===== src/design/fpu_cfg.svh =====
`ifndef FPU_CFG_SVH
`define FPU_CFG_SVH

// Issue queue depth, also the instruction credits granted at reset.
`define FPU_IQ_DEPTH 4

// Result credits held toward the consumer at reset.
`define FPU_RES_CREDITS 2

`define FPU_NREGS 32

`endif


===== src/design/fpu_pkg.sv =====
package fpu_pkg;

  typedef struct packed {
    logic [31:0] instr;
    logic [31:0] operand; // Integer source for fmv.w.x.
  } fpu_issue_t;

  typedef enum logic [3:0] {
    op_none,
    op_fsgnj,
    op_fsgnjn,
    op_fsgnjx,
    op_fmin,
    op_fmax,
    op_feq,
    op_flt,
    op_fle,
    op_fclass,
    op_fmv_x_w,
    op_fmv_w_x
  } fpu_opcode_e;

  typedef struct packed {
    fpu_opcode_e op;
    logic [4:0]  rs1;
    logic [4:0]  rs2;
    logic [4:0]  rd;
    logic [2:0]  funct3;
    logic        frden1;
    logic        frden2;
    logic        fwren;
    logic        wren;
    logic        valid;
  } fpu_decode_t;

  typedef struct packed {
    logic [4:0]  rd;
    logic [31:0] data;
    logic        int_dest;
    logic        illegal;
  } fpu_resp_t;

  localparam logic [6:0] opcode_fp = 7'b1010011;
  localparam logic [1:0] fmt_s = 2'b00;

  localparam logic [4:0] funct5_fsgnj = 5'b00100;
  localparam logic [4:0] funct5_fminmax = 5'b00101;
  localparam logic [4:0] funct5_fcomp = 5'b10100;
  localparam logic [4:0] funct5_fmv_f2i = 5'b11100;
  localparam logic [4:0] funct5_fmv_i2f = 5'b11110;

  localparam logic [2:0] funct3_fsgnj = 3'b000;
  localparam logic [2:0] funct3_fsgnjn = 3'b001;
  localparam logic [2:0] funct3_fsgnjx = 3'b010;
  localparam logic [2:0] funct3_fmin = 3'b000;
  localparam logic [2:0] funct3_fmax = 3'b001;
  localparam logic [2:0] funct3_fle = 3'b000;
  localparam logic [2:0] funct3_flt = 3'b001;
  localparam logic [2:0] funct3_feq = 3'b010;
  localparam logic [2:0] funct3_fmv = 3'b000;
  localparam logic [2:0] funct3_fclass = 3'b001;

endpackage


===== src/design/fpu_op_if.sv =====
`timescale 1ns/1ps

interface fpu_op_if import fpu_pkg::*; ();

  fpu_opcode_e op;
  logic [31:0] rs1_data;
  logic [31:0] rs2_data;
  logic [31:0] operand;

  // Driven back combinationally by the execute block.
  logic [31:0] result;
  logic        int_dest;
  logic        invalid;

  modport seq (
    output op, rs1_data, rs2_data, operand,
    input  result, int_dest, invalid
  );

  modport exe (
    input  op, rs1_data, rs2_data, operand,
    output result, int_dest, invalid
  );

endinterface


===== src/design/fpu_issue_queue.sv =====
`timescale 1ns/1ps
`include "fpu_cfg.svh"

module fpu_issue_queue import fpu_pkg::*; (
  input  logic       clock,
  input  logic       reset,
  input  logic       push_i,
  input  fpu_issue_t data_i,
  input  logic       pop_i,
  output fpu_issue_t data_o,
  output logic       empty_o
);

  localparam int DEPTH = `FPU_IQ_DEPTH;
  localparam int PW = (DEPTH > 1) ? $clog2(DEPTH) : 1;
  localparam int CW = $clog2(DEPTH + 1);

  fpu_issue_t     mem [DEPTH];
  logic [PW-1:0]  wr_ptr;
  logic [PW-1:0]  rd_ptr;
  logic [CW-1:0]  count;

  function automatic logic [PW-1:0] next_ptr(input logic [PW-1:0] ptr);
    next_ptr = (ptr == PW'(DEPTH - 1)) ? '0 : ptr + 1'b1;
  endfunction

  always_ff @(posedge clock) begin
    if (push_i) begin
      mem[wr_ptr] <= data_i;
    end
  end

  always_ff @(posedge clock) begin
    if (!reset) begin
      wr_ptr <= '0;
      rd_ptr <= '0;
      count <= '0;
    end else begin
      if (push_i) wr_ptr <= next_ptr(wr_ptr);
      if (pop_i) rd_ptr <= next_ptr(rd_ptr);
      count <= count + CW'(push_i) - CW'(pop_i); // Source credits bound this.
    end
  end

  assign data_o = mem[rd_ptr];
  assign empty_o = (count == '0);

endmodule


===== src/design/fpu_decode.sv =====
`timescale 1ns/1ps

module fpu_decode import fpu_pkg::*; (
  input  logic [31:0] instr_i,
  output fpu_decode_t dec_o
);

  logic [6:0] opcode;
  logic [4:0] funct5;
  logic [2:0] funct3;
  logic [1:0] fmt;

  assign opcode = instr_i[6:0];
  assign funct5 = instr_i[31:27];
  assign funct3 = instr_i[14:12];
  assign fmt = instr_i[26:25];

  always_comb begin
    dec_o.op = op_none;
    dec_o.rs1 = instr_i[19:15];
    dec_o.rs2 = instr_i[24:20];
    dec_o.rd = instr_i[11:7];
    dec_o.funct3 = funct3;
    dec_o.frden1 = 1'b0;
    dec_o.frden2 = 1'b0;
    dec_o.fwren = 1'b0;
    dec_o.wren = 1'b0;
    dec_o.valid = (opcode == opcode_fp) && (fmt == fmt_s); // Single precision only.

    case (funct5)
      funct5_fsgnj: begin
        dec_o.fwren = 1'b1;
        dec_o.frden1 = 1'b1;
        dec_o.frden2 = 1'b1;
        case (funct3)
          funct3_fsgnj: dec_o.op = op_fsgnj;
          funct3_fsgnjn: dec_o.op = op_fsgnjn;
          funct3_fsgnjx: dec_o.op = op_fsgnjx;
          default: dec_o.valid = 1'b0;
        endcase
      end
      funct5_fminmax: begin
        dec_o.fwren = 1'b1;
        dec_o.frden1 = 1'b1;
        dec_o.frden2 = 1'b1;
        case (funct3)
          funct3_fmin: dec_o.op = op_fmin;
          funct3_fmax: dec_o.op = op_fmax;
          default: dec_o.valid = 1'b0;
        endcase
      end
      funct5_fcomp: begin
        dec_o.wren = 1'b1;
        dec_o.frden1 = 1'b1;
        dec_o.frden2 = 1'b1;
        case (funct3)
          funct3_feq: dec_o.op = op_feq;
          funct3_flt: dec_o.op = op_flt;
          funct3_fle: dec_o.op = op_fle;
          default: dec_o.valid = 1'b0;
        endcase
      end
      funct5_fmv_f2i: begin
        dec_o.wren = 1'b1;
        dec_o.frden1 = 1'b1;
        case (funct3)
          funct3_fmv: dec_o.op = op_fmv_x_w;
          funct3_fclass: dec_o.op = op_fclass;
          default: dec_o.valid = 1'b0;
        endcase
      end
      funct5_fmv_i2f: begin
        dec_o.fwren = 1'b1;
        if (funct3 == funct3_fmv) dec_o.op = op_fmv_w_x;
        else dec_o.valid = 1'b0;
      end
      default: dec_o.valid = 1'b0;
    endcase

    // Illegal instructions read and write nothing.
    if (!dec_o.valid) begin
      dec_o.op = op_none;
      dec_o.frden1 = 1'b0;
      dec_o.frden2 = 1'b0;
      dec_o.fwren = 1'b0;
      dec_o.wren = 1'b0;
    end
  end

endmodule


===== src/design/fpu_regfile.sv =====
`timescale 1ns/1ps
`include "fpu_cfg.svh"

module fpu_regfile (
  input  logic        clock,
  input  logic        reset,
  input  logic [4:0]  raddr1_i,
  input  logic [4:0]  raddr2_i,
  output logic [31:0] rdata1_o,
  output logic [31:0] rdata2_o,
  input  logic        we_i,
  input  logic [4:0]  waddr_i,
  input  logic [31:0] wdata_i
);

  logic [31:0] regs [`FPU_NREGS];

  always_ff @(posedge clock) begin
    if (!reset) begin
      for (int i = 0; i < `FPU_NREGS; i++) begin
        regs[i] <= '0;
      end
    end else if (we_i) begin
      regs[waddr_i] <= wdata_i;
    end
  end

  assign rdata1_o = regs[raddr1_i];
  assign rdata2_o = regs[raddr2_i];

endmodule


===== src/design/fpu_execute.sv =====
`timescale 1ns/1ps

module fpu_execute import fpu_pkg::*; (
  input  logic       clock,
  input  logic       reset,
  fpu_op_if.exe      op,
  input  logic       fire_i,
  input  logic       fflags_clear_i,
  output logic [4:0] fflags_o
);

  localparam logic [31:0] canonical_nan = 32'h7fc00000;

  logic [31:0] a;
  logic [31:0] b;
  logic        nan_a;
  logic        nan_b;
  logic        snan_a;
  logic        snan_b;
  logic        any_nan;
  logic        both_zero;
  logic        ord_lt;
  logic        cmp_eq;
  logic        cmp_lt;
  logic        nv;

  function automatic logic [9:0] classify(input logic [31:0] x);
    logic exp_max;
    logic exp_zero;
    logic man_zero;
    logic [9:0] mask;
    exp_max = &x[30:23];
    exp_zero = ~|x[30:23];
    man_zero = ~|x[22:0];
    mask = '0;
    if (exp_max && !man_zero) mask[x[22] ? 9 : 8] = 1'b1; // Quiet bit picks qNaN.
    else if (exp_max) mask[x[31] ? 0 : 7] = 1'b1;
    else if (exp_zero && man_zero) mask[x[31] ? 3 : 4] = 1'b1;
    else if (exp_zero) mask[x[31] ? 2 : 5] = 1'b1;
    else mask[x[31] ? 1 : 6] = 1'b1;
    return mask;
  endfunction

  assign a = op.rs1_data;
  assign b = op.rs2_data;

  assign nan_a = (&a[30:23]) && (|a[22:0]);
  assign nan_b = (&b[30:23]) && (|b[22:0]);
  assign snan_a = nan_a && !a[22];
  assign snan_b = nan_b && !b[22];
  assign any_nan = nan_a || nan_b;
  assign both_zero = (a[30:0] == '0) && (b[30:0] == '0);

  // Total order on non-NaN values, -0 below +0.
  assign ord_lt = (a[31] != b[31]) ? a[31] :
                  a[31] ? (b[30:0] < a[30:0]) : (a[30:0] < b[30:0]);

  assign cmp_eq = (a == b) || both_zero;
  assign cmp_lt = ord_lt && !both_zero; // IEEE compare, zeros equal.

  always_comb begin
    op.result = '0;
    op.int_dest = 1'b0;
    op.invalid = 1'b0;
    case (op.op)
      op_fsgnj: op.result = {b[31], a[30:0]};
      op_fsgnjn: op.result = {~b[31], a[30:0]};
      op_fsgnjx: op.result = {a[31] ^ b[31], a[30:0]};
      op_fmin, op_fmax: begin
        if (nan_a && nan_b) op.result = canonical_nan;
        else if (nan_a) op.result = b;
        else if (nan_b) op.result = a;
        else op.result = (ord_lt == (op.op == op_fmin)) ? a : b;
        op.invalid = snan_a || snan_b;
      end
      op_feq: begin
        op.result = {31'b0, !any_nan && cmp_eq};
        op.int_dest = 1'b1;
        op.invalid = snan_a || snan_b;
      end
      op_flt: begin
        op.result = {31'b0, !any_nan && cmp_lt};
        op.int_dest = 1'b1;
        op.invalid = any_nan; // Signaling compare.
      end
      op_fle: begin
        op.result = {31'b0, !any_nan && (cmp_lt || cmp_eq)};
        op.int_dest = 1'b1;
        op.invalid = any_nan;
      end
      op_fclass: begin
        op.result = {22'b0, classify(a)};
        op.int_dest = 1'b1;
      end
      op_fmv_x_w: begin
        op.result = a;
        op.int_dest = 1'b1;
      end
      op_fmv_w_x: op.result = op.operand;
      default: ;
    endcase
  end

  // Only NV can be raised by these operations.
  always_ff @(posedge clock) begin
    if (!reset) begin
      nv <= 1'b0;
    end else if (fflags_clear_i) begin
      nv <= 1'b0;
    end else if (fire_i) begin
      nv <= nv | op.invalid;
    end
  end

  assign fflags_o = {nv, 4'b0};

endmodule


===== src/design/fpu_sequencer.sv =====
`timescale 1ns/1ps
`include "fpu_cfg.svh"

module fpu_sequencer import fpu_pkg::*; #(
  parameter int CW = $clog2(`FPU_RES_CREDITS + 1)
) (
  input  logic          clock,
  input  logic          reset,
  input  logic          empty_i,
  input  fpu_issue_t    issue_i,
  input  logic [CW-1:0] credit_avail_i,
  output logic          pop_o,
  fpu_op_if.seq         op,
  input  logic [31:0]   rdata1_i,
  input  logic [31:0]   rdata2_i,
  output logic [4:0]    raddr1_o,
  output logic [4:0]    raddr2_o,
  output logic          we_o,
  output logic [4:0]    waddr_o,
  output logic [31:0]   wdata_o,
  output logic          fire_o,
  output logic          res_valid_o,
  output fpu_resp_t     res_o
);

  typedef enum logic [1:0] {IDLE, EXEC, RESP} state_e;

  state_e      state;
  fpu_issue_t  issue_q;
  fpu_decode_t dec;
  fpu_decode_t dec_q;
  logic [31:0] rs1_q;
  logic [31:0] rs2_q;
  logic [31:0] operand_q;

  fpu_decode u_decode (
    .instr_i (issue_q.instr),
    .dec_o   (dec)
  );

  // In RESP the current response still takes one credit.
  assign pop_o = !empty_i &&
                 ((state == IDLE && credit_avail_i != '0) ||
                  (state == RESP && credit_avail_i > CW'(1)));

  always_ff @(posedge clock) begin
    if (!reset) begin
      state <= IDLE;
      dec_q <= '0;
    end else begin
      case (state)
        EXEC: begin
          state <= RESP;
          dec_q <= dec;
        end
        default: state <= pop_o ? EXEC : IDLE;
      endcase
    end
  end

  always_ff @(posedge clock) begin
    if (pop_o) issue_q <= issue_i;
    if (state == EXEC) begin
      rs1_q <= dec.frden1 ? rdata1_i : '0;
      rs2_q <= dec.frden2 ? rdata2_i : '0;
      operand_q <= issue_q.operand;
    end
  end

  assign raddr1_o = dec.rs1;
  assign raddr2_o = dec.rs2;

  assign op.op = dec_q.op; // Decode already gives op_none when illegal.
  assign op.rs1_data = rs1_q;
  assign op.rs2_data = rs2_q;
  assign op.operand = operand_q;

  assign res_valid_o = (state == RESP);
  assign fire_o = res_valid_o && dec_q.valid;
  assign we_o = fire_o && dec_q.fwren;
  assign waddr_o = dec_q.rd;
  assign wdata_o = op.result;

  assign res_o.rd = dec_q.rd;
  assign res_o.data = dec_q.valid ? op.result : '0;
  assign res_o.int_dest = dec_q.valid && op.int_dest;
  assign res_o.illegal = !dec_q.valid;

endmodule


===== src/design/fpu_credit_counter.sv =====
`timescale 1ns/1ps
`include "fpu_cfg.svh"

module fpu_credit_counter #(
  parameter int CW = $clog2(`FPU_RES_CREDITS + 1)
) (
  input  logic          clock,
  input  logic          reset,
  input  logic          take_i,
  input  logic          give_i,
  output logic [CW-1:0] avail_o
);

  logic [CW-1:0] count;

  always_ff @(posedge clock) begin
    if (!reset) begin
      count <= CW'(`FPU_RES_CREDITS);
    end else if (take_i && !give_i) begin
      count <= count - 1'b1;
    end else if (give_i && !take_i) begin
      count <= count + 1'b1;
    end
  end

  assign avail_o = count;

endmodule


===== src/design/fpu_top.sv =====
`timescale 1ns/1ps
`include "fpu_cfg.svh"

module fpu_top import fpu_pkg::*; (
  input  logic        clock,
  input  logic        reset,
  input  logic        instr_valid_i,
  input  logic [31:0] instr_i,
  input  logic [31:0] operand_i,
  output logic        instr_credit_o,
  output logic        res_valid_o,
  output logic [4:0]  res_rd_o,
  output logic [31:0] res_data_o,
  output logic        res_int_o,
  output logic        res_illegal_o,
  input  logic        res_credit_i,
  input  logic        fflags_clear_i,
  output logic [4:0]  fflags_o
);

  localparam int CW = $clog2(`FPU_RES_CREDITS + 1);

  fpu_issue_t    issue_in;
  fpu_issue_t    issue_head;
  logic          empty;
  logic          pop;
  logic [CW-1:0] credit_avail;
  logic [4:0]    raddr1;
  logic [4:0]    raddr2;
  logic [31:0]   rdata1;
  logic [31:0]   rdata2;
  logic          we;
  logic [4:0]    waddr;
  logic [31:0]   wdata;
  logic          fire;
  fpu_resp_t     resp;

  fpu_op_if u_op_if ();

  assign issue_in.instr = instr_i;
  assign issue_in.operand = operand_i;

  fpu_issue_queue u_queue (
    .clock   (clock),
    .reset   (reset),
    .push_i  (instr_valid_i),
    .data_i  (issue_in),
    .pop_i   (pop),
    .data_o  (issue_head),
    .empty_o (empty)
  );

  fpu_regfile u_regfile (
    .clock    (clock),
    .reset    (reset),
    .raddr1_i (raddr1),
    .raddr2_i (raddr2),
    .rdata1_o (rdata1),
    .rdata2_o (rdata2),
    .we_i     (we),
    .waddr_i  (waddr),
    .wdata_i  (wdata)
  );

  fpu_sequencer #(.CW(CW)) u_sequencer (
    .clock          (clock),
    .reset          (reset),
    .empty_i        (empty),
    .issue_i        (issue_head),
    .credit_avail_i (credit_avail),
    .pop_o          (pop),
    .op             (u_op_if.seq),
    .rdata1_i       (rdata1),
    .rdata2_i       (rdata2),
    .raddr1_o       (raddr1),
    .raddr2_o       (raddr2),
    .we_o           (we),
    .waddr_o        (waddr),
    .wdata_o        (wdata),
    .fire_o         (fire),
    .res_valid_o    (res_valid_o),
    .res_o          (resp)
  );

  fpu_execute u_execute (
    .clock          (clock),
    .reset          (reset),
    .op             (u_op_if.exe),
    .fire_i         (fire),
    .fflags_clear_i (fflags_clear_i),
    .fflags_o       (fflags_o)
  );

  // A response spends one credit, the consumer returns it.
  fpu_credit_counter #(.CW(CW)) u_res_credits (
    .clock   (clock),
    .reset   (reset),
    .take_i  (res_valid_o),
    .give_i  (res_credit_i),
    .avail_o (credit_avail)
  );

  assign instr_credit_o = pop; // Each pop frees one queue slot.
  assign res_rd_o = resp.rd;
  assign res_data_o = resp.data;
  assign res_int_o = resp.int_dest;
  assign res_illegal_o = resp.illegal;

endmodule


===== config.mk =====
export PLATFORM = sky130hd
export DESIGN_NAME = fpu_top
export DESIGN_NICKNAME = d
export VERILOG_FILES = /design/src/design/fpu_pkg.sv /design/src/design/fpu_op_if.sv /design/src/design/fpu_issue_queue.sv /design/src/design/fpu_decode.sv /design/src/design/fpu_regfile.sv /design/src/design/fpu_execute.sv /design/src/design/fpu_sequencer.sv /design/src/design/fpu_credit_counter.sv /design/src/design/fpu_top.sv
export VERILOG_INCLUDE_DIRS = /design/src /design/src/design
export SDC_FILE = /design/constraint.sdc
export NUM_CORES = 2
export LEC_CHECK = 0
export BUFFER_PORTS_ARGS = -buffer_cell sky130_fd_sc_hd__buf_2
export CORE_MARGIN = 2
export CORE_UTILIZATION = 55
export CTS_BUF_LIST = sky130_fd_sc_hd__clkbuf_8
export CTS_CLUSTER_DIAMETER = 50
export DETAILED_ROUTE_END_ITERATION = 6
export PLACE_DENSITY_LB_ADDON = 0.15
export SYNTH_ARGS = -nofsm -noshare
export SYNTH_HDL_FRONTEND = slang
export SYNTH_HIERARCHICAL = 1
export SYNTH_SLANG_ARGS = --single-unit

===== constraint.sdc =====
create_clock -name clock -period 9.1 [get_ports clock]
set_clock_uncertainty 0.2 [all_clocks]
set_input_delay 0.91 -clock clock [delete_from_list [all_inputs] [get_ports clock]]
set_output_delay 0.91 -clock clock [all_outputs]
set_load 0.05 [all_outputs]

==> reports/metrics.yaml <==
synth.avg_cell_area_sq_um: 12.9
cts_tree: "done"
cts_buffers: 239
vias: 49600
grt_setup_unrepaired: "no"
slew_headroom_pct: 13.2
core_area_sq_um: 135000
grt_max_degree: 121
drc_errors: 0
hold_violations: 0
seq_power_share_pct: 37.4
drive_above_1_share_pct: 12.2
cts.path.max_buffers: 3
fmax_mhz: 140
pin_count: 115
power.leakage_uw: 0.0313
tns_ns: 0
dp_hpwl_microns: 128000
start_util_pct: 55.2
crit_type: "flip-flop to output port"
swShare_pct: 39.8
syn_area_sq_um: 74700
ctsResizeCount: 0
place_congestion: 0.905
worstPathRequired_ns: 7.99
end_kind: "output port"
crit_chain: "ha_1 > a21oi_1 > o21ai_0 > a221oi_1 > a21oi_1 > or3b_4 > a2111oi_4 > buf_4 > mux2i_1 > o21ai_2 > and2_1 > buf_2"
nets: 5893
critical_path.startpoint: "u_sequencer/op.rs1_data[8]"
p_int_uw: 13700
cts_root_buf: "clkbuf_8"
crit_arrival_ns: 6.03
grt_pass1_vias: 49600
hold_start: "instr_valid_i"
seqCellArea_sq_um: 43700
power_density_nw_per_um2: 279
drtIter0Drc: 5384
path_clk_slew_ns: 0.07
cp-start-kind: "flip-flop"
maxCapViolCount: 0
grt_pass1_wl_microns: 326000
setup_violations: 0
area_growth_pct: 9.20
io_buffers: 110
finalPower_uw: 22800
dr.pass1.iters: 6
pwr-share-clk_pct: 23.3
postCtsSetupBuffers: 0
yosysWarningCount: 6
antenna_found_initial: 6
crit_family: "compound AO/OA/AOI/OAI gates"
multi_input_area_sq_um: 28600
grt_usage_pct: 32.4
cts_hold_buf: 65
slew_viol_final: 0
max_stage_delay_ns: 0.90
critical_path.max_fanout: 33
status: "finished clean"
worst_pin_slew_ns: 1.30
finalWirelength_microns: 228000
die_w_microns: 372
path_common_cell: "a21oi_1"
vdd_drop_max_mv: 0.393
final_antenna_net_count: 0
critPathSlowestCell: "o21ai_2"
hold_path_class: "primary input to flip-flop"
die_h_microns: 372
fin_crit_sh_pct: 78.5
wl_per_cell_microns: 29.4
fin_crit_ns: 7.14
synthCells: 5783
rows: 135
cp_num_buf_inv: 2
fillers: 10500
p_sw_uw: 9070
p_comb_share_pct: 39.4
clock-sinks: 1465
via_per_inst: 6.37
clk_latency_ns: 1.00
r2r-start: "u_sequencer/op.rs1_data[8]"
hold-worst-slack_ns: 0.0893
dieArea_sq_um: 139000
grt_overflow: 0
htree_levels: 4
## worst register-to-register path: cells and delay by family (launching register included)
family	cells	cell delay [ns]
DFF	1	0.46
AOI/OAI and AO/OA	6	2.80
buffers and inverters	1	0.36
muxes	1	0.12
and+or+nand+nor	2	0.76
adders and majority gates	1	0.34
## cell usage in the layout (no fill, tap or decap), types with 6 or more instances in the layout
cell	n
nand2b_1	9
a21oi_1	223
a31oi_1	65
a211oi_1	6
and2_4	6
edfxtp_1	1440
nand4_1	12
inv_1	122
dlygate4sd3_1	65
nor2_2	25
a22oi_1	193
ha_1	39
nor4_1	15
dfxtp_1	23
mux4_2	60
a22o_1	130
buf_12	8
nor2_4	10
diode_2	7
clkinv_2	30
and2_1	1140
nand2_1	238
clkinv_1	79
nor3_1	85
a222oi_1	7
mux2i_1	1047
a221o_1	20
o21ai_2	9
clkbuf_8	241
nor2_1	26
nand3_1	200
buf_2	109
o21ai_0	12
o21ai_4	32
buf_4	139
nor3b_1	6
## cell type report
type	count	area share, %
antenna	7	0.0215
timing repair buffer	321	2.94
clock buffer	241	4.07
inverter	48	0.221
clock inverter	203	1.27
multi-input combinational	3709	35.1
tap	1781	2.73
sequential	1465	53.7
## worst paths after layout
path                            slack, ns  cells after the start                         to
worst min-delay path                 0.09                      3          u_queue/wr_ptr[1]
worst max register to register       3.92                     11       u_regfile/regs[7][2]
worst max-delay path                 1.96                     12              res_data_o[2]
worst min register to register       0.20                      0  u_sequencer/op.operand[4]
## routing by layer
metal	track usage [%]	vias up	share of wire, %
met5	0	-	0
met4	18.2	0	5.8
met3	5.32	596	8.7
met2	50.8	2647	46
met1	43.1	24900	39
li1	-	21400	-
## through the flow
stage / std cells / cell area [sq um] / worst slack [ns] / utilization [%]
floorplan: 5786 / 74700 / 0.438 / -
global placement: 7259 / 76500 / 3.00 / 56.6
detailed placement: 7259 / 76500 / 3.00 / 56.6
CTS: 7768 / 81500 / 1.95 / 60.3
global route: 7770 / 81500 / 1.63 / 60.3
finish: 7775 / 81500 / 1.96 / 60.3
## sequential cells by signal (all words and copies together), names as in the netlist, 2 cells and up, named ones only
register / count
u_regfile/regs: 1024
u_queue/mem: 256
u_sequencer/issue_q: 64
u_sequencer/op.operand: 32
u_sequencer/op.rs1_data: 32
u_sequencer/op.rs2_data: 32
u_sequencer/waddr_o: 5
u_sequencer/op.op: 4
u_queue/count: 3
u_queue/rd_ptr: 2
u_queue/wr_ptr: 2
u_res_credits/avail_o: 2
u_sequencer/dec_q: 2
u_sequencer/state: 2
## power by group through the flow
stage / Clock (uW) / Combinational [uW] / Sequential, uW
6_report: 5300 / 8960 / 8510
5_1_grt: 5660 / 9200 / 8570
4_1_cts: 5370 / 8750 / 8500
3_5_place_dp: 0 / 8710 / 8640
3_3_place_gp: 0 / 8650 / 8610
2_1_floorplan: 0 / 5900 / 8460
No activity file was read; power rests on OpenSTA's default activity.
